### src/include/pipe_settings.svh
`ifndef PIPE_SETTINGS_SVH
`define PIPE_SETTINGS_SVH

// datapath and register index widths
`define PIPE_XLEN 32
`define PIPE_REGW 5
// stall/flush vector width, one bit per pipeline register plus pc
`define PIPE_NSTG 6
// iterations per mul/div
`define MDU_STEPS 32

// stage bits, pc on top
`define STG_PC     5
`define STG_IF_ID  4
`define STG_ID_EX  3
`define STG_EX_MEM 2
`define STG_MEM_WB 1
`define STG_WB     0

// stall/flush pair per hazard cause
`define RAM_MEM_STALL    6'b001111
`define RAM_MEM_FLUSH    6'b010000
`define RAM_IF_STALL     6'b110000
`define RAM_IF_FLUSH     6'b000000
`define TRAP_FLUSH_STALL 6'b000010
`define TRAP_FLUSH_FLUSH 6'b001110
`define TRAP_STALL_STALL 6'b111111
`define TRAP_STALL_FLUSH 6'b001110
`define JUMP_STALL       6'b000010
`define JUMP_FLUSH       6'b000110
`define MULDIV_STALL     6'b000111
`define MULDIV_FLUSH     6'b001000
`define LOAD_USE_STALL   6'b000011
`define LOAD_USE_FLUSH   6'b000100
`define RESET_STALL      6'b000000
`define RESET_FLUSH      6'b011111

`endif

### src/rtl/pipe_pkg.sv
`default_nettype none

package pipe_pkg;

  // winning hazard, lowest priority first
  typedef enum logic [3:0] {
    NONE,
    LOAD_USE,
    MULDIV,
    JUMP,
    TRAP_STALL,
    TRAP_FLUSH,
    RAM_IF,
    RAM_MEM,
    RESET
  } hazard_cause_e;

  typedef enum logic [1:0] {MDU_MUL, MDU_DIVU, MDU_REMU} mdu_op_e;  // funct3 subset

  typedef enum logic [1:0] {IDLE, RUN, DONE} mdu_state_e;

  typedef enum logic [1:0] {ARB_IDLE, ARB_IF, ARB_MEM} arb_state_e;  // who owns the bus

endpackage

`default_nettype wire

### src/rtl/load_use_detect.sv
`timescale 1ns/100ps
`default_nettype none
`include "pipe_settings.svh"

module load_use_detect (
  input  logic [`PIPE_REGW-1:0] id_rs1_i,       // sources of the instr in ID
  input  logic [`PIPE_REGW-1:0] id_rs2_i,
  input  logic [`PIPE_REGW-1:0] ex_rd_i,        // dest of the instr in EX
  input  logic                  ex_mem_read_i,  // EX holds a load
  output logic                  load_use_o
);

  logic rd_live;  // load really writes something
  logic rs1_hit;
  logic rs2_hit;

  // x0 is hardwired to zero, never a real dependency
  assign rd_live = ex_mem_read_i && (ex_rd_i != '0);

  // rs2 compared even for I-type, costs at most one extra bubble
  assign rs1_hit = (id_rs1_i == ex_rd_i);
  assign rs2_hit = (id_rs2_i == ex_rd_i);

  // data only exists after MEM, so ID must wait one cycle
  assign load_use_o = rd_live && (rs1_hit || rs2_hit);

endmodule

`default_nettype wire

### src/rtl/pipeline_control.sv
`timescale 1ns/100ps
`default_nettype none
`include "pipe_settings.svh"

module pipeline_control (
  input  logic                    clk,                     // assertion sampling
  input  logic                    rst,
  input  logic                    ram_stall_valid_mem_i,   // data port waiting on bus
  input  logic                    ram_stall_valid_if_i,    // fetch waiting on bus
  input  logic                    trap_flush_valid_wb_i,   // ecall/irq taken in WB
  input  logic                    trap_stall_valid_wb_i,   // csr side effect pending
  input  logic                    jump_valid_ex_i,         // branch resolved taken in EX
  input  logic                    alu_mul_div_valid_ex_i,  // mdu still iterating
  input  logic                    load_use_valid_id_i,
  output logic [`PIPE_NSTG-1:0]   stall_o,                 // pc .. mem_wb hold
  output logic [`PIPE_NSTG-1:0]   flush_o,                 // pc .. mem_wb bubble
  output pipe_pkg::hazard_cause_e cause_o                  // debug only
);

  // stage bits from ex_mem back to pc
  localparam logic [`PIPE_NSTG-1:0] UPPER_MASK = {`PIPE_NSTG{1'b1}} << `STG_EX_MEM;

  // later stage wins, reset above all
  always_comb begin
    if (rst)
      cause_o = pipe_pkg::RESET;
    else if (ram_stall_valid_mem_i)
      cause_o = pipe_pkg::RAM_MEM;     // whole front end waits for the load/store
    else if (ram_stall_valid_if_i)
      cause_o = pipe_pkg::RAM_IF;
    else if (trap_flush_valid_wb_i)
      cause_o = pipe_pkg::TRAP_FLUSH;
    else if (trap_stall_valid_wb_i)
      cause_o = pipe_pkg::TRAP_STALL;
    else if (jump_valid_ex_i)
      cause_o = pipe_pkg::JUMP;        // kill the two wrong-path instrs
    else if (alu_mul_div_valid_ex_i)
      cause_o = pipe_pkg::MULDIV;
    else if (load_use_valid_id_i)
      cause_o = pipe_pkg::LOAD_USE;
    else
      cause_o = pipe_pkg::NONE;
  end

  // cause to code pair
  always_comb begin
    unique case (cause_o)
      pipe_pkg::RESET:      {stall_o, flush_o} = {`RESET_STALL, `RESET_FLUSH};
      pipe_pkg::RAM_MEM:    {stall_o, flush_o} = {`RAM_MEM_STALL, `RAM_MEM_FLUSH};
      pipe_pkg::RAM_IF:     {stall_o, flush_o} = {`RAM_IF_STALL, `RAM_IF_FLUSH};
      pipe_pkg::TRAP_FLUSH: {stall_o, flush_o} = {`TRAP_FLUSH_STALL, `TRAP_FLUSH_FLUSH};
      pipe_pkg::TRAP_STALL: {stall_o, flush_o} = {`TRAP_STALL_STALL, `TRAP_STALL_FLUSH};
      pipe_pkg::JUMP:       {stall_o, flush_o} = {`JUMP_STALL, `JUMP_FLUSH};
      pipe_pkg::MULDIV:     {stall_o, flush_o} = {`MULDIV_STALL, `MULDIV_FLUSH};
      pipe_pkg::LOAD_USE:   {stall_o, flush_o} = {`LOAD_USE_STALL, `LOAD_USE_FLUSH};
      default:              {stall_o, flush_o} = '0;  // free running
    endcase
  end

  // reset must win over any request arriving in the same cycle
  a_rst_no_stall: assert property (@(posedge clk) rst |-> (stall_o == `RESET_STALL));
  a_rst_flush: assert property (@(posedge clk) rst |-> (flush_o == `RESET_FLUSH));

  // a stage is either held or bubbled, trap stall freezes everything on purpose
  a_no_hold_and_kill: assert property (
    @(posedge clk) (cause_o != pipe_pkg::TRAP_STALL) |->
      ((stall_o & flush_o & UPPER_MASK) == '0)
  );

endmodule

`default_nettype wire

### src/rtl/mdu_seq.sv
`timescale 1ns/100ps
`default_nettype none
`include "pipe_settings.svh"

module mdu_seq (
  input  logic                  clk,
  input  logic                  rst,
  input  logic                  start_i,   // one cycle pulse from EX
  input  pipe_pkg::mdu_op_e     op_i,
  input  logic [`PIPE_XLEN-1:0] a_i,       // multiplicand / dividend
  input  logic [`PIPE_XLEN-1:0] b_i,       // multiplier / divisor
  output logic                  busy_o,    // holds EX
  output logic                  done_o,
  output logic [`PIPE_XLEN-1:0] result_o
);

  localparam int CNT_W = $clog2(`MDU_STEPS);
  localparam logic [CNT_W-1:0] LAST_STEP = CNT_W'(`MDU_STEPS - 1);

  pipe_pkg::mdu_state_e  state_q;
  pipe_pkg::mdu_op_e     op_q;
  logic [CNT_W-1:0]      cnt_q;
  logic [`PIPE_XLEN-1:0] acc_q;    // product, or partial remainder
  logic [`PIPE_XLEN-1:0] opa_q;    // shifted multiplicand, or dividend/quotient
  logic [`PIPE_XLEN-1:0] opb_q;    // shifted multiplier, or divisor
  logic [`PIPE_XLEN:0]   shifted;  // remainder with next dividend bit pulled in
  logic                  fits;     // trial subtraction does not go negative
  logic                  load;

  assign load    = start_i && (state_q != pipe_pkg::RUN);
  assign shifted = {acc_q, opa_q[`PIPE_XLEN-1]};
  assign fits    = (shifted >= {1'b0, opb_q});

  always_ff @(posedge clk) begin
    if (rst) begin
      state_q <= pipe_pkg::IDLE;
      cnt_q   <= '0;
    end else begin
      unique case (state_q)
        pipe_pkg::RUN: begin
          cnt_q <= cnt_q + 1'b1;
          if (cnt_q == LAST_STEP)
            state_q <= pipe_pkg::DONE;   // result readable next cycle
        end
        default: begin                   // IDLE, DONE
          cnt_q <= '0;
          if (start_i)
            state_q <= pipe_pkg::RUN;
          else
            state_q <= pipe_pkg::IDLE;
        end
      endcase
    end
  end

  always_ff @(posedge clk) begin
    if (load) begin
      op_q  <= op_i;
      acc_q <= '0;
      opa_q <= a_i;
      opb_q <= b_i;
    end else if (state_q == pipe_pkg::RUN) begin
      if (op_q == pipe_pkg::MDU_MUL) begin
        if (opb_q[0])
          acc_q <= acc_q + opa_q;        // add shifted multiplicand
        opa_q <= opa_q << 1;
        opb_q <= opb_q >> 1;
      end else begin
        // restoring step, divisor 0 always fits -> q all ones, r = a
        if (fits)
          acc_q <= shifted[`PIPE_XLEN-1:0] - opb_q;
        else
          acc_q <= shifted[`PIPE_XLEN-1:0];
        opa_q <= {opa_q[`PIPE_XLEN-2:0], fits};  // quotient bits enter from the right
      end
    end
  end

  assign busy_o   = start_i || (state_q == pipe_pkg::RUN);  // drops in DONE
  assign done_o   = (state_q == pipe_pkg::DONE);
  assign result_o = (op_q == pipe_pkg::MDU_DIVU) ? opa_q : acc_q;  // mul and remu share acc

  // EX is stalled while running, a second start means the stall leaked
  a_no_start_in_run: assert property (
    @(posedge clk) disable iff (rst) (state_q == pipe_pkg::RUN) |-> !start_i
  );

endmodule

`default_nettype wire

### src/rtl/mem_arbiter.sv
`timescale 1ns/100ps
`default_nettype none
`include "pipe_settings.svh"

module mem_arbiter (
  input  logic                    clk,
  input  logic                    rst,
  // fetch port, read only
  input  logic                    if_req_i,
  input  logic [`PIPE_XLEN-1:0]   if_addr_i,
  output logic [`PIPE_XLEN-1:0]   if_rdata_o,
  output logic                    if_valid_o,
  // data port
  input  logic                    mem_req_i,
  input  logic                    mem_we_i,
  input  logic [`PIPE_XLEN-1:0]   mem_addr_i,
  input  logic [`PIPE_XLEN-1:0]   mem_wdata_i,
  input  logic [`PIPE_XLEN/8-1:0] mem_sel_i,
  output logic [`PIPE_XLEN-1:0]   mem_rdata_o,
  output logic                    mem_valid_o,
  // to pipeline_control
  output logic                    ram_stall_if_o,
  output logic                    ram_stall_mem_o,
  // wishbone classic master
  output logic                    wb_cyc_o,
  output logic                    wb_stb_o,
  output logic                    wb_we_o,
  output logic [`PIPE_XLEN-1:0]   wb_adr_o,
  output logic [`PIPE_XLEN-1:0]   wb_dat_o,
  output logic [`PIPE_XLEN/8-1:0] wb_sel_o,
  input  logic [`PIPE_XLEN-1:0]   wb_dat_i,
  input  logic                    wb_ack_i
);

  pipe_pkg::arb_state_e    state_q;
  logic [`PIPE_XLEN-1:0]   adr_q;
  logic [`PIPE_XLEN-1:0]   dat_q;
  logic [`PIPE_XLEN/8-1:0] sel_q;
  logic                    we_q;
  logic                    if_pend;
  logic                    mem_pend;

  // request still up during its valid cycle, that one is already served
  assign if_pend  = if_req_i && !if_valid_o;
  assign mem_pend = mem_req_i && !mem_valid_o;

  assign ram_stall_if_o  = if_pend;
  assign ram_stall_mem_o = mem_pend;

  always_ff @(posedge clk) begin
    if (rst) begin
      state_q     <= pipe_pkg::ARB_IDLE;
      if_valid_o  <= 1'b0;
      mem_valid_o <= 1'b0;
    end else begin
      if_valid_o  <= 1'b0;  // single cycle pulses
      mem_valid_o <= 1'b0;
      unique case (state_q)
        pipe_pkg::ARB_IDLE: begin
          if (mem_pend)
            state_q <= pipe_pkg::ARB_MEM;  // data port first, it blocks more stages
          else if (if_pend)
            state_q <= pipe_pkg::ARB_IF;
        end
        pipe_pkg::ARB_MEM: begin
          if (wb_ack_i) begin
            state_q     <= pipe_pkg::ARB_IDLE;
            mem_valid_o <= 1'b1;
          end
        end
        default: begin                     // ARB_IF
          if (wb_ack_i) begin
            state_q    <= pipe_pkg::ARB_IDLE;
            if_valid_o <= 1'b1;
          end
        end
      endcase
    end
  end

  // bus fields captured on the way out of idle, frozen during the cycle
  always_ff @(posedge clk) begin
    if (state_q == pipe_pkg::ARB_IDLE) begin
      dat_q <= mem_wdata_i;
      if (mem_pend) begin
        adr_q <= mem_addr_i;
        we_q  <= mem_we_i;
        sel_q <= mem_sel_i;
      end else begin
        adr_q <= if_addr_i;
        we_q  <= 1'b0;   // fetch is always a full word read
        sel_q <= '1;
      end
    end
    if (wb_ack_i && (state_q == pipe_pkg::ARB_MEM))
      mem_rdata_o <= wb_dat_i;
    if (wb_ack_i && (state_q == pipe_pkg::ARB_IF))
      if_rdata_o <= wb_dat_i;
  end

  assign wb_cyc_o = (state_q != pipe_pkg::ARB_IDLE);
  assign wb_stb_o = wb_cyc_o;  // no wait states of our own
  assign wb_we_o  = we_q;
  assign wb_adr_o = adr_q;
  assign wb_dat_o = dat_q;
  assign wb_sel_o = sel_q;

  a_stb_in_cyc: assert property (@(posedge clk) disable iff (rst) wb_stb_o |-> wb_cyc_o);

  // classic handshake, slave may rely on the address until it acks
  a_adr_stable: assert property (
    @(posedge clk) disable iff (rst) (wb_stb_o && !wb_ack_i) |=> $stable(wb_adr_o)
  );

endmodule

`default_nettype wire

### src/rtl/pipe_ctrl_top.sv
`timescale 1ns/100ps
`default_nettype none
`include "pipe_settings.svh"

module pipe_ctrl_top (
  input  logic                    clk,
  input  logic                    rst,
  // ID/EX hazard inputs
  input  logic [`PIPE_REGW-1:0]   id_rs1_i,
  input  logic [`PIPE_REGW-1:0]   id_rs2_i,
  input  logic [`PIPE_REGW-1:0]   ex_rd_i,
  input  logic                    ex_mem_read_i,
  input  logic                    ex_jump_i,
  input  logic                    trap_flush_i,
  input  logic                    trap_stall_i,
  // mul/div
  input  logic                    mdu_start_i,
  input  pipe_pkg::mdu_op_e       mdu_op_i,
  input  logic [`PIPE_XLEN-1:0]   mdu_a_i,
  input  logic [`PIPE_XLEN-1:0]   mdu_b_i,
  output logic                    mdu_done_o,
  output logic [`PIPE_XLEN-1:0]   mdu_result_o,
  // fetch and data ports
  input  logic                    if_req_i,
  input  logic [`PIPE_XLEN-1:0]   if_addr_i,
  output logic [`PIPE_XLEN-1:0]   if_rdata_o,
  output logic                    if_valid_o,
  input  logic                    mem_req_i,
  input  logic                    mem_we_i,
  input  logic [`PIPE_XLEN-1:0]   mem_addr_i,
  input  logic [`PIPE_XLEN-1:0]   mem_wdata_i,
  input  logic [`PIPE_XLEN/8-1:0] mem_sel_i,
  output logic [`PIPE_XLEN-1:0]   mem_rdata_o,
  output logic                    mem_valid_o,
  // wishbone
  output logic                    wb_cyc_o,
  output logic                    wb_stb_o,
  output logic                    wb_we_o,
  output logic [`PIPE_XLEN-1:0]   wb_adr_o,
  output logic [`PIPE_XLEN-1:0]   wb_dat_o,
  output logic [`PIPE_XLEN/8-1:0] wb_sel_o,
  input  logic [`PIPE_XLEN-1:0]   wb_dat_i,
  input  logic                    wb_ack_i,
  // to the pipeline registers
  output logic [`PIPE_NSTG-1:0]   stall_o,
  output logic [`PIPE_NSTG-1:0]   flush_o,
  output pipe_pkg::hazard_cause_e cause_o
);

  logic load_use;
  logic mdu_busy;
  logic ram_stall_if;
  logic ram_stall_mem;

  load_use_detect u_load_use (
    .id_rs1_i(id_rs1_i), .id_rs2_i(id_rs2_i), .ex_rd_i(ex_rd_i),
    .ex_mem_read_i(ex_mem_read_i), .load_use_o(load_use)
  );

  mdu_seq u_mdu (
    .clk(clk), .rst(rst), .start_i(mdu_start_i), .op_i(mdu_op_i),
    .a_i(mdu_a_i), .b_i(mdu_b_i),
    .busy_o(mdu_busy), .done_o(mdu_done_o), .result_o(mdu_result_o)
  );

  mem_arbiter u_arb (
    .clk(clk), .rst(rst),
    .if_req_i(if_req_i), .if_addr_i(if_addr_i),
    .if_rdata_o(if_rdata_o), .if_valid_o(if_valid_o),
    .mem_req_i(mem_req_i), .mem_we_i(mem_we_i), .mem_addr_i(mem_addr_i),
    .mem_wdata_i(mem_wdata_i), .mem_sel_i(mem_sel_i),
    .mem_rdata_o(mem_rdata_o), .mem_valid_o(mem_valid_o),
    .ram_stall_if_o(ram_stall_if), .ram_stall_mem_o(ram_stall_mem),
    .wb_cyc_o(wb_cyc_o), .wb_stb_o(wb_stb_o), .wb_we_o(wb_we_o),
    .wb_adr_o(wb_adr_o), .wb_dat_o(wb_dat_o), .wb_sel_o(wb_sel_o),
    .wb_dat_i(wb_dat_i), .wb_ack_i(wb_ack_i)
  );

  pipeline_control u_ctrl (
    .clk(clk), .rst(rst),
    .ram_stall_valid_mem_i(ram_stall_mem), .ram_stall_valid_if_i(ram_stall_if),
    .trap_flush_valid_wb_i(trap_flush_i), .trap_stall_valid_wb_i(trap_stall_i),
    .jump_valid_ex_i(ex_jump_i), .alu_mul_div_valid_ex_i(mdu_busy),
    .load_use_valid_id_i(load_use),
    .stall_o(stall_o), .flush_o(flush_o), .cause_o(cause_o)
  );

endmodule

`default_nettype wire

### config.mk
export PLATFORM = sky130hd
export DESIGN_NAME = pipe_ctrl_top
export DESIGN_NICKNAME = d
export VERILOG_FILES = /design/src/rtl/pipe_pkg.sv /design/src/rtl/load_use_detect.sv /design/src/rtl/pipeline_control.sv /design/src/rtl/mdu_seq.sv /design/src/rtl/mem_arbiter.sv /design/src/rtl/pipe_ctrl_top.sv
export VERILOG_INCLUDE_DIRS = /design/src /design/src/include
export SDC_FILE = /design/constraint.sdc
export NUM_CORES = 1
export LEC_CHECK = 0
export BUFFER_PORTS_ARGS = -buffer_cell sky130_fd_sc_hd__buf_2
export CAP_MARGIN = 20
export CELL_PAD_IN_SITES_DETAIL_PLACEMENT = 2
export CELL_PAD_IN_SITES_GLOBAL_PLACEMENT = 2
export CORE_ASPECT_RATIO = 0.75
export CORE_MARGIN = 4
export CORE_UTILIZATION = 30
export CTS_BUF_LIST = sky130_fd_sc_hd__clkbuf_4
export DETAILED_ROUTE_END_ITERATION = 16
export GPL_ROUTABILITY_DRIVEN = 0
export PLACE_DENSITY = 0.73
export SLEW_MARGIN = 15
export SYNTH_ARGS = -nofsm -noshare
export SYNTH_HDL_FRONTEND = slang
export SYNTH_SLANG_ARGS = --single-unit
### constraint.sdc
create_clock -name clk -period 13.1 [get_ports clk]
set_input_delay 2.62 -clock clk [delete_from_list [all_inputs] [get_ports clk]]
set_output_delay 2.62 -clock clk [all_outputs]
set_load 0.01 [all_outputs]
Word level (Yosys, flattened, before mapping)

Memory sizes are Yosys's and may differ from the RTL's.
Cells that the tools add are included.

Flip-flop bits (word level): 242
Memories: 1
Bits in read-only memories: 176
Word-level logic and storage cells: 85
Input port bits: 224

Bitwise operators: 2
Reductions and logical operators: 24
Magnitude comparators: 1
Muxes and demuxes: 27
Add/subtract/negate cells: 3
Equal/unequal tests: 12

Memory list:

| memory           | words | width | rd ports | clocked after Yosys merged registers in | write ports | RTL line               | RTL |
|---|---|---|---|---|---|---|---|
| (name not given) | 16    | 11    | 1        | 0                                       | 0           | pipeline_control.sv:47 | `unique case (cause_o)` |

Operator list:

| kind                                                                    | count |
|---|---|
| 32-bit 2-to-1 mux                                                       | 10 |
| 33-bit by 32-bit >= comparator with 1-bit output                        | 1 |
| 32-bit adder                                                            | 1 |
| 32-bit subtractor                                                       | 1 |
| 4-bit 2-to-1 mux                                                        | 7 |
| 2-bit 2-to-1 mux                                                        | 6 |
| 5-bit equality test                                                     | 2 |
| 2-bit nonzero test                                                      | 4 |
| 1-bit logical AND                                                       | 7 |
| 2-bit by 1-bit equality test with 1-bit output, second input constant   | 3 |
| 2-bit by 1-bit inequality test with 1-bit output, second input constant | 3 |
| 2-bit AND reduction                                                     | 3 |
| 5-bit by 1-bit adder with 5-bit output, second input constant           | 1 |
| 5-bit equality test, second input constant                              | 1 |
| 5-bit nonzero test                                                      | 1 |
| 2-bit equality test, second input constant                              | 2 |
| 2-bit logical NOT                                                       | 2 |
| 1-bit 2-to-1 mux                                                        | 4 |
| 2-bit OR reduction                                                      | 2 |
| 3-bit inequality test, second input constant                            | 1 |
| 3-bit OR reduction                                                      | 1 |
| 1-bit logical NOT                                                       | 2 |
| 1-bit logical OR                                                        | 2 |
| 1-bit NOT                                                               | 2 |

Depth between registers and ports, before layout

Gate-level depths: netlist (run 1).
An unclocked memory read counts as a cell.

Depth after elaboration: 12
Depth in mapped cells: 14
Gate-level depth less buffers: 12

By module

From an unflattened synthesis (run 1), not the netlist that was laid out.

Cell total of the unflattened synthesis: 1269
Area, all modules: 13654.3 sq um

By module, submodules not included:

| module           | instances | cells an instance | area an instance (sq um) | seq. area each (sq um) |
|---|---|---|---|---|
| mdu_seq          | 1         | 1013              | 8504.4                   | 2762.6 |
| mem_arbiter      | 1         | 196               | 4724.5                   | 4073.9 |
| pipeline_control | 1         | 43                | 300.3                    | 0.0 |
| load_use_detect  | 1         | 17                | 125.1                    | 0.0 |

Least setup slack after synthesis (run 1)

OpenSTA, ideal clock, no wires.

Kind: input to output
Start: in mdu_start_i
End: out stall_o[1]
Arrival time: 4.834 ns
Path slack: 5.646 ns
Path buffers: 0
Stages: 10
Cells stage by stage: nand2b_1 -> nor3b_1 -> a21oi_1 -> nor2_1 -> o21ai_0 -> nand2b_1 -> nand2b_1 -> ha_1 -> nor2b_1 -> a211oi_1

Cells in the longest elaborated chain, start to end: 9

Ends and longest elaborated chain:

| item                    | RTL line               | RTL |
|---|---|---|
| start, declared         | pipe_ctrl_top.sv:17    | `input logic mdu_start_i,` |
| 1-bit logical OR        | mdu_seq.sv:79          | `assign busy_o = start_i \|\| (state_q == pipe_pkg::RUN);` |
| 4-bit 2-to-1 mux        | pipeline_control.sv:37 | `else if (alu_mul_div_valid_ex_i)` |
| 4-bit 2-to-1 mux        | pipeline_control.sv:35 | `else if (jump_valid_ex_i)` |
| 4-bit 2-to-1 mux        | pipeline_control.sv:33 | `else if (trap_stall_valid_wb_i)` |
| 4-bit 2-to-1 mux        | pipeline_control.sv:31 | `else if (trap_flush_valid_wb_i)` |
| 4-bit 2-to-1 mux        | pipeline_control.sv:29 | `else if (ram_stall_valid_if_i)` |
| 4-bit 2-to-1 mux        | pipeline_control.sv:27 | `else if (ram_stall_valid_mem_i)` |
| 4-bit 2-to-1 mux        | pipeline_control.sv:25 | `if (rst)` |
| memory read 16 x 11 bit | --                     |  |
| end, declared           | pipe_ctrl_top.sv:45    | `` output logic [`PIPE_NSTG-1:0] stall_o, `` |

Every way passes these cells.

Worst setup path after layout (run 1)

Start: in ex_rd_i[0]
End: out stall_o[3]

Cells in the longest elaborated chain, start to end: 12
Elaborated cells between the ends (all ways): 15
Those cells by class: 2 x eq/ne; 8 x mux; 4 x reduce/logical; 1 x memory

Ends and longest elaborated chain:

| item                                                         | RTL line                                     | RTL |
|---|---|---|
| start, declared                                              | pipe_ctrl_top.sv:11                          | `` input logic [`PIPE_REGW-1:0] ex_rd_i, `` |
| 5-bit equality test (tied with other cells)                  | load_use_detect.sv:21                        | `assign rs1_hit = (id_rs1_i == ex_rd_i);` |
| 1-bit logical OR / 1-bit logical AND (equally long branches) | load_use_detect.sv:25, load_use_detect.sv:18 |  |
| 1-bit logical AND (*)                                        | load_use_detect.sv:25                        | `assign load_use_o = rd_live && (rs1_hit \|\| rs2_hit);` |
| 1-bit 2-to-1 mux (*)                                         | pipeline_control.sv:39                       | `else if (load_use_valid_id_i)` |
| 4-bit 2-to-1 mux (*)                                         | pipeline_control.sv:37                       |  |
| 4-bit 2-to-1 mux (*)                                         | pipeline_control.sv:35                       |  |
| 4-bit 2-to-1 mux (*)                                         | pipeline_control.sv:33                       |  |
| 4-bit 2-to-1 mux (*)                                         | pipeline_control.sv:31                       |  |
| 4-bit 2-to-1 mux (*)                                         | pipeline_control.sv:29                       |  |
| 4-bit 2-to-1 mux (*)                                         | pipeline_control.sv:27                       |  |
| 4-bit 2-to-1 mux (*)                                         | pipeline_control.sv:25                       |  |
| memory read 16 x 11 bit (*)                                  | --                                           |  |

Mark *: on every way between the ends. The rest lies on a longest branch, timed or not.

==> results of run 1 <==
-- stage by stage --
step	hold WS [ns]	std cells	cell area [µm²]	total power [µW]	util (%)
2_1_floorplan	0.432	1282	13600	1990	-
4_1_cts	0.487	2348	17200	3270	38.4
6_report	0.477	2356	17200	3230	38.5
5_1_grt	0.493	2356	17200	3480	38.5
3_3_place_gp	0.455	2222	16200	2390	36.2
3_5_place_dp	0.479	2222	16200	2440	36.2
-- critical path: cells and delay by family --
| kind | cells | cell delay (ns) |
|---|---|---|
| adders and majority gates | 1 | 0.34 |
| buffers and inverters | 2 | 0.31 |
| AOI/OAI and AO/OA | 2 | 0.46 |
| and+or+nand+nor | 7 | 1.52 |
-- flip-flops by register name, summed over array words and instances, names as in the netlist --
name	count
u_arb.wb_we_o	1
u_mdu.op_q	2
u_arb.mem_valid_o	1
u_mdu.state_q	2
u_arb.mem_rdata_o	32
u_arb.wb_sel_o	4
u_arb.wb_adr_o	32
u_arb.state_q	2
u_mdu.opa_q	32
u_mdu.opb_q	32
u_mdu.acc_q	32
u_arb.if_valid_o	1
u_arb.if_rdata_o	32
u_mdu.cnt_q	5
u_arb.wb_dat_o	32
-- worst max path at each step --
stage / to / slack, ns / startpoint / cells after the start
detailed placement: stall_o[3] / 5.37 / ex_rd_i[0] / 12
global placement: stall_o[3] / 5.46 / ex_rd_i[0] / 12
finish: stall_o[3] / 5.22 / ex_rd_i[0] / 12
CTS: stall_o[3] / 5.29 / ex_rd_i[0] / 12
global route: stall_o[3] / 5.05 / ex_rd_i[0] / 12
floorplan: stall_o[1] / 5.65 / mdu_start_i / 10
-- cells in the mapped netlist (4+ instances only) --
library cell	count	area (µm²)
o211ai_1	14	105
a21oi_1	73	365
inv_1	49	184
nor3b_1	4	30.0
or3_1	5	31.3
a22oi_1	6	45.0
nand4_1	12	75.1
and3_1	7	43.8
o21ai_2	4	35.0
xnor2_1	37	324
nand2b_1	23	144
o21a_1	7	52.6
buf_2	13	65.1
a22o_1	9	78.8
ha_1	70	876
dfxtp_1	43	861
buf_4	6	45.0
and2_1	7	43.8
a21o_1	26	195
xor2_1	22	193
nand2_1	187	702
edfxtp_1	199	5980
o21bai_1	5	37.5
mux2_2	63	709
a211o_1	5	43.8
nor3_1	24	120
a31oi_1	14	87.6
o21ai_0	88	440
a211oi_1	17	128
nand3_1	26	130
o21ai_1	9	45.0
nor2b_1	11	68.8
o31ai_1	12	90.1
clkbuf_1	38	143
mux2i_1	5	50.1
buf_1	5	18.8
nor2_1	67	251
-- power by group --
group          internal, µW  switching, µW
combinational           537            833
clock                   428            374
sequential              947            115
-- kinds of logic after synthesis --
logic type	after synthesis	synth area share [%]
and+or+nand+nor	391	13.1
AOI/OAI and AO/OA	334	16.9
DFF	242	50.2
buffers and inverters	115	3.62
adders and majority gates	72	6.72
muxes	68	5.58
xor gates and xnor gates	59	3.79
other	1	0.0275
-- layout make-up --
class / count / area (µm²)
Inverter: 50 / 189
Timing Repair Buffer: 420 / 2140
Sequential cell: 242 / 6840
Fill cell: 4943 / 27500
Clock buffer: 105 / 788
Clock inverter: 21 / 176
Tap cell: 586 / 733
Multi-Input combinational cell: 925 / 6350
Antenna cell: 7 / 17.5
-- routing by layer --
metal  track usage [%]  vias up  wire [µm]
met5                 0        -         60
met4              5.71       10       1040
met3              6.78       83       3250
met2              38.0      326      27400
met1              25.3     5974      22000
li1                  -     5613          -
==> impl_metrics.env, run 1 <==
export IMPL_rrSetupSlack_ns=9.08
export IMPL_max_stage_delay_ns=0.53
export IMPL_async_reset_ff_share_pct=0
export IMPL_clk_latency_ns=0.80
export IMPL_layout_drive_gt1_share_pct=36.4
export IMPL_synth_cells=1282
export IMPL_cts_buffers=70
export IMPL_initial_utilization_pct=30.4
export IMPL_grt_pass1_wl_mm=80.4
export IMPL_avgSynthCellArea_um2=10.6
export IMPL_overflow=0
export IMPL_io_pins=410
export IMPL_die_h_um=193
export IMPL_area_growth_pct=26.5
export IMPL_crit_slowest_cell="or4_1"
export IMPL_powerDensity_nw_per_um2=188
export IMPL_setup_ws_ns=5.22
export IMPL_cp_start_kind="primary input"
export IMPL_grt_pass1_vias=13317
export IMPL_nNetsFinal=2005
export IMPL_rows=67
export IMPL_path_clk_slew_ns=0.06
export IMPL_cp_arrival_ns=5.26
export IMPL_cp_required_ns=10.48
export IMPL_pre_cts_ws_ns=5.37
export IMPL_r2r_end="u_mdu.acc_q[7]"
export IMPL_ys_seq_area_share_pct=50.2
export IMPL_htree_levels=3
export IMPL_synthesis_area_um2=13600
export IMPL_worstHoldStart="u_mdu.cnt_q[0]"
export IMPL_status="finished, final reports clean"
export IMPL_synth_nets=1578
export IMPL_critPathCaptureType="output pin"
export IMPL_p_leak_uw=0.00757
export IMPL_io_buffer_count=408
export IMPL_r2r_cells=11
export IMPL_die_x_um=254
export IMPL_maxSlewViolCount=0
export IMPL_drt_wl_total_mm=53.8
export IMPL_firstDrtPassIters=4
export IMPL_crit_chain="buf_2, or4_1, nor2_1, nor3b_1, a21oi_1, nor2_1, o21ai_0, nand2b_1, nand2b_1, ha_1, nor3_1, buf_2"
export IMPL_layout_commonest_cell="buf_2"
export IMPL_cts_sinks=242
export IMPL_ys_flop_type="edfxtp_1"
export IMPL_dieArea_um2=48900
export IMPL_core_area_um2=44800
export IMPL_postCtsSetupBuffers=0
export IMPL_vias=12006
export IMPL_post_route_period_util_pct=60.2
export IMPL_cts_path_max_buffers=3
export IMPL_drc=0
export IMPL_ctsResizeCount=0
export IMPL_tns_ns=0
export IMPL_wl_per_cell_um=22.8
export IMPL_rsz0062_at_grt="false"
export IMPL_ant_nets=0
export IMPL_ir_drop_uv=76.8
export IMPL_worstSetupPathType="in -> out"
export IMPL_grt_max_degree=72
export IMPL_max_freq_ghz=0.127
export IMPL_final_cell_mix="408 x buf_2, 199 x edfxtp_1, 187 x nand2_1"
export IMPL_cts_hold_buf=0
export IMPL_cts_tree="yes"
export IMPL_ys_types=79
export IMPL_clock_skew_ns=0.0924
export IMPL_setup_violations=0
export IMPL_rr_startpoint="u_mdu.opb_q[1]"
export IMPL_maxSlewHeadroom_pct=27.9
export IMPL_period_minus_slack_ns=7.88
export IMPL_yosysWarningCount=0
export IMPL_min_path_cells=1
export IMPL_worstMarginPinSlew_ns=1.08
export IMPL_drt_initial_drc_count=563
export IMPL_antenna_found_initial=14
export IMPL_hp_class="reg -> reg"
export IMPL_worstPathMaxFanout=5
export IMPL_cts_root_buf="clkbuf_4"
export IMPL_via_per_inst=5.10
export IMPL_hold_violations=0
export IMPL_track_usage_pct=21.5
export IMPL_ys_seq_elements=242
export IMPL_synth_edf_count=199
export IMPL_hpwl_mm=41.4
export IMPL_cap_violations=0
export IMPL_min_to="u_mdu.cnt_q[0]"
No activity file was read; power rests on OpenSTA's default activity.
==> inputs of run 2 (changes only) <==
ABC_AREA = 1   (was unset)
PLACE_DENSITY = 0.78   (was 0.73)
clock period = 7.8 ns   (was 13.1 ns; I/O delays follow)
==> run 2 against run 1 <==
Effect of this change:
- total power increased by 45%
- combinational power increased by 25%
- sequential cell count unchanged
- utilization decreased by 0.60 points
- first-iteration DRC count increased by 120%
- worst setup slack got worse by 2.6 ns
- die area increased by 8.1%
- cell area increased by 7.1%
- final cell count increased by 29%
- sequential power increased by 59%
- sequential share of layout area decreased by 2.6 points
- worst hold slack got worse by 0.024 ns
- critical endpoint is now stall_o[0]
==> impl_metrics.env, run 2 <==
export IMPL_yosysWarningCount=0
export IMPL_cts_buffers=68
export IMPL_synthMostInstantiatedCell="nand2_1"
export IMPL_hp_class="reg -> reg"
export IMPL_pre_cts_ws_ns=2.62
export IMPL_crit_chain="buf_2, or2_2, a21oi_1, nand3_1, nand2_1, a21oi_1, nor2_1, o21ai_0, nand2_1, nand2_1, ha_1, nor2_1, inv_1, nand2_1, buf_2"
export IMPL_max_stage_delay_ns=0.35
export IMPL_dieArea_um2=52900
export IMPL_p_comb_share_pct=36.5
export IMPL_seqPwrFrac_pct=36.1
export IMPL_avgSynthCellArea_um2=7.83
export IMPL_rr_startpoint="u_mdu.acc_q[18]"
export IMPL_rsz0062_at_grt="false"
export IMPL_path_clk_slew_ns=0.06
export IMPL_cts_hold_buf=0
export IMPL_area_growth_pct=25.0
export IMPL_synth_edf_count=199
export IMPL_synth_area_leaders="edfxtp_1 40%, nand2_1 16%, inv_1 6.4%"
export IMPL_worstPathMaxFanout=5
export IMPL_p_sw_share_pct=40.3
export IMPL_initial_utilization_pct=30.3
export IMPL_post_route_period_util_pct=66.5
export IMPL_io_pins=410
export IMPL_ys_seq_elements=242
export IMPL_hpwl_mm=55.6
export IMPL_ys_types=47
export IMPL_setup_ws_ns=2.62
export IMPL_drc=0
export IMPL_synth_nets=2182
export IMPL_cts_sinks=242
export IMPL_ant_nets=0
export IMPL_crit_buf_inv=3
export IMPL_yosys_area_top_type="edfxtp_1"
export IMPL_cts_path_max_buffers=3
export IMPL_synth_top_cell_area_share_pct=40.5
export IMPL_track_usage_pct=25.1
export IMPL_grt_max_degree=98
export IMPL_synthesis_area_um2=14800
export IMPL_setup_violations=0
export IMPL_worstSetupPathType="in -> out"
export IMPL_wl_per_cell_um=22.7
export IMPL_postCtsSetupBuffers=0
export IMPL_startpoint="ex_rd_i[1]"
export IMPL_cap_violations=0
export IMPL_nNetsFinal=2619
export IMPL_layout_drive_gt1_share_pct=25.3
export IMPL_rrSetupSlack_ns=4.48
export IMPL_design_area_um2=18500
export IMPL_cp_arrival_ns=3.62
export IMPL_vias=14931
export IMPL_die_h_um=200
export IMPL_crit_slowest_cell="ha_1"
export IMPL_die_x_um=264
export IMPL_met2_length_mm=30.6
export IMPL_ys_flop_type="edfxtp_1"
export IMPL_p_int_uw=2800
export IMPL_worstMarginPinSlew_ns=1.06
export IMPL_wl_met3_mm=4.19
export IMPL_critPathMostFrequentCell="nand2_1"
export IMPL_maxSlewViolCount=0
export IMPL_final_util_pct=37.9
export IMPL_pwr_share_clk_pct=27.4
export IMPL_met1_length_mm=32.9
export IMPL_max_freq_ghz=0.193
export IMPL_hold_violations=0
export IMPL_path_delay_family="simple AND/OR/NAND/NOR gates"
export IMPL_p_leak_uw=0.00918
export IMPL_period_minus_slack_ns=5.18
export IMPL_async_reset_ff_share_pct=0
export IMPL_final_cell_mix="633 x nand2_1, 408 x buf_2, 252 x inv_1"
export IMPL_via_per_inst=4.93
export IMPL_core_area_um2=48700
export IMPL_cp_start_kind="primary input"
export IMPL_layout_commonest_cell="nand2_1"
export IMPL_synth_cells=1886
export IMPL_cp_required_ns=6.24
export IMPL_antenna_found_initial=9
export IMPL_drt_wl_total_mm=68.7
export IMPL_dpl_instance_area_um2=17500
export IMPL_ys_seq_area_share_pct=46.3
export IMPL_yosys_top_cells_count="634 x nand2_1, 252 x inv_1, 199 x edfxtp_1"
export IMPL_highest_signal_layer="met5"
export IMPL_ctsResizeCount=0
export IMPL_rows=70
export IMPL_grt_pass1_wl_mm=101
export IMPL_clk_latency_ns=0.80
export IMPL_cts_tree="yes"
export IMPL_ir_drop_uv=115
export IMPL_maxSlewHeadroom_pct=29.6
export IMPL_cts_root_buf="clkbuf_4"
export IMPL_grt_pass1_vias=15888
export IMPL_overflow=0
export IMPL_status="finished, final reports clean"
export IMPL_p_sw_uw=1890
export IMPL_firstDrtPassIters=5
export IMPL_critPathCaptureType="output pin"
export IMPL_powerDensity_nw_per_um2=254
export IMPL_worstHoldStart="u_mdu.cnt_q[0]"
export IMPL_htree_levels=3
export IMPL_drt_initial_drc_count=1224
export IMPL_tns_ns=0
export IMPL_io_buffer_count=408
export IMPL_power_total_uw=4690
export IMPL_clock_skew_ns=0.0460
## run 2: metal layers
| metal | up-vias | GRT usage [%] |
|---|---|---|
| li1 | 7065 | - |
| met3 | 66 | 5.67 |
| met5 | - | 0 |
| met2 | 400 | 39.0 |
| met1 | 7398 | 36.1 |
| met4 | 2 | 5.37 |
## run 2: layout make-up
type,instances,area [µm²]
tap,648,811
antenna,6,15.0
sequential,242,6840
clock inverter,15,110
timing repair buffer,422,2180
fill,5852,30200
multi-input combinational,1332,6730
clock buffer,107,803
inverter,257,967
## run 2: power groups by stage
stage	registers [µW]	clock network, µW	logic (µW)
5_1_grt	1700	1400	1910
2_1_floorplan	1680	0	1080
3_3_place_gp	1710	0	1620
3_5_place_dp	1720	0	1690
4_1_cts	1690	1320	1710
6_report	1690	1280	1710
## run 2: kinds of logic after synthesis
group	count (synthesis)	synth area share, %
fa+ha+maj	72	6.20
other cells	1	0.0254
mux	17	1.30
flops	242	46.3
compound gates	255	9.30
buf+inv	312	8.42
simple gates	957	26.7
xor+xnor	30	1.78
## run 2: worst paths after layout
check | end | cells after the start
max | stall_o[0] | 15
min | u_mdu.cnt_q[0] | 1
max reg2reg | u_mdu.acc_q[25] | 12
min reg2reg | u_mdu.cnt_q[0] | 1
## run 2: metrics by stage
stage               std cells  hold WS [ns]
floorplan                1886         0.418
global placement         2899         0.430
detailed placement       2900         0.443
CTS                      3022         0.457
global route             3028         0.474
finish                   3029         0.453
==> inputs of run 3 (changes only) <==
CORE_UTILIZATION = 28   (was 30)
PLACE_DENSITY = 0.77   (was 0.78)
clock period = 4.55 ns   (was 7.8 ns; I/O delays follow)
==> run 3 against run 2 <==
Effect of this change:
- worst hold slack got worse by 0.17 ns
- non-clock buffer count increased by 4
- first-iteration DRC count up 3.1%
- largest power group is now registers
- clock skew grew 0.012 ns
- global-route usage shrank 1.2 points
==> impl_metrics.env, run 3 (synthesized netlist as in run 2, its figures left out) <==
export IMPL_hold_violations=0
export IMPL_grt_max_degree=50
export IMPL_ant_nets=0
export IMPL_layout_drive_gt1_share_pct=25.3
export IMPL_drt_initial_drc_count=1262
export IMPL_die_x_um=273
export IMPL_setup_violations=0
export IMPL_die_h_um=207
export IMPL_worstPathMaxFanout=6
export IMPL_cts_sinks=242
export IMPL_cp_required_ns=3.64
export IMPL_firstDrtPassIters=5
export IMPL_cap_violations=0
export IMPL_cp_start_kind="flop"
export IMPL_critPathCaptureType="output pin"
export IMPL_vias=15148
export IMPL_worstSetupPathType="reg -> out"
export IMPL_rsz0062_at_grt="false"
export IMPL_rows=72
export IMPL_io_pins=410
export IMPL_p_leak_uw=0.00918
export IMPL_area_growth_pct=25.5
export IMPL_wl_per_cell_um=22.7
export IMPL_track_usage_pct=23.9
export IMPL_cts_tree="yes"
export IMPL_antenna_found_initial=12
export IMPL_tns_ns=0
export IMPL_post_route_period_util_pct=89.9
export IMPL_cp_arrival_ns=3.18
export IMPL_initial_utilization_pct=28.5
export IMPL_clk_latency_ns=0.80
export IMPL_cts_buffers=70
export IMPL_layout_commonest_cell="nand2_1"
export IMPL_final_cell_mix="633 x nand2_1, 408 x buf_2, 252 x inv_1"
export IMPL_path_clk_slew_ns=0.08
export IMPL_status="finished, final reports clean"
export IMPL_power_total_uw=7980
export IMPL_grt_pass1_wl_mm=101
export IMPL_cts_path_max_buffers=3
export IMPL_clock_skew_ns=0.0584
export IMPL_hp_class="in -> reg"
export IMPL_via_per_inst=4.89
export IMPL_grt_pass1_vias=16019
export IMPL_maxSlewViolCount=0
export IMPL_htree_levels=3
export IMPL_cts_hold_buf=0
export IMPL_fin_cells=3099
export IMPL_nNetsFinal=2625
export IMPL_drt_wl_total_mm=70.4
export IMPL_powerDensity_nw_per_um2=431
export IMPL_drc=0
export IMPL_dieArea_um2=56500
export IMPL_ir_drop_uv=136
export IMPL_hpwl_mm=57.3
export IMPL_worstMarginPinSlew_ns=0.884
export IMPL_dp_cells=2959
export IMPL_cts_root_buf="clkbuf_4"
export IMPL_io_buffer_count=408
export IMPL_overflow=0
export IMPL_maxSlewHeadroom_pct=41.0
export IMPL_max_freq_ghz=0.245
export IMPL_period_minus_slack_ns=4.09
export IMPL_core_area_um2=51900
run 3: changes by cell type in the layout (fill, tap and decap cells not counted), sizes merged:
| cell | change |
|---|---|
| buf | +4 |
| bufinv | -1 |
| clkbuf | -7 |
| clkinv | +15 |
| clkinvlp | +1 |
| diode | +3 |
run 3: path summary, 6_finish.rpt:
kind	slack, ns	start	depth (start not counted)	end
worst max-delay path	0.46	u_mdu.state_q[1]	16	stall_o[2]
worst min-delay path	0.28	mem_wdata_i[8]	1	u_arb.wb_dat_o[8]
worst max register to register	1.31	u_mdu.acc_q[13]	15	u_mdu.acc_q[22]
worst min register to register	0.48	u_mdu.cnt_q[0]	1	u_mdu.cnt_q[0]
run 3: what timing repair did:
action,CTS,global route
endpoints found under the setup margin,0,2
buffers inserted,0,0
endpoints found under the hold margin,0,0
gates resized for setup,0,1
run 3: worst max-delay path: stages (launching register included):
cell	delay, ns
dfxtp_1	0.32
inv_1	0.05
nand2_1	0.05
inv_1	0.14
nor2_2	0.28
nand2_1	0.10
a21oi_1	0.16
a21oi_1	0.10
nor2_1	0.08
o21ai_0	0.08
nand2_1	0.11
nand2_1	0.15
ha_1	0.36
nor2_1	0.17
inv_1	0.08
nand2_1	0.06
buf_2	0.13
run 3: layout make-up:
type | count | area, µm²
fill | 6242 | 33400
sequential | 242 | 6840
multi-input combinational | 1332 | 6730
timing repair buffer | 426 | 2190
inverter | 257 | 967
tap | 703 | 880
clock buffer | 100 | 751
clock inverter | 30 | 153
antenna | 9 | 22.5
run 3: per-stage QoR:
stage | cell area (µm²) | setup WS, ns | utilization [%] | hold slack, ns
after detailed placement | 17600 | 0.608 | 33.9 | 0.474
after global placement | 17600 | 0.714 | 33.9 | 0.430
after CTS | 18500 | 0.158 | 35.6 | 0.180
after global routing | 18500 | 0.109 | 35.7 | 0.196
after floorplan | 14800 | 0.838 | - | 0.418
final | 18500 | 0.460 | 35.7 | 0.283
run 3: report_power, final:
part	internal (µW)	switching (µW)	leakage [µW]
clock	1080	1060	0.000538
sequential	2670	252	0.00230
combinational	947	1970	0.00634
run 3: metal layers:
layer	wire, µm	up-vias	global-route usage (%)
li1	-	7084	-
met1	33600	7584	35.2
met2	31400	412	36.5
met3	4160	68	4.65
met4	1230	0	5.39
met5	0	-	0
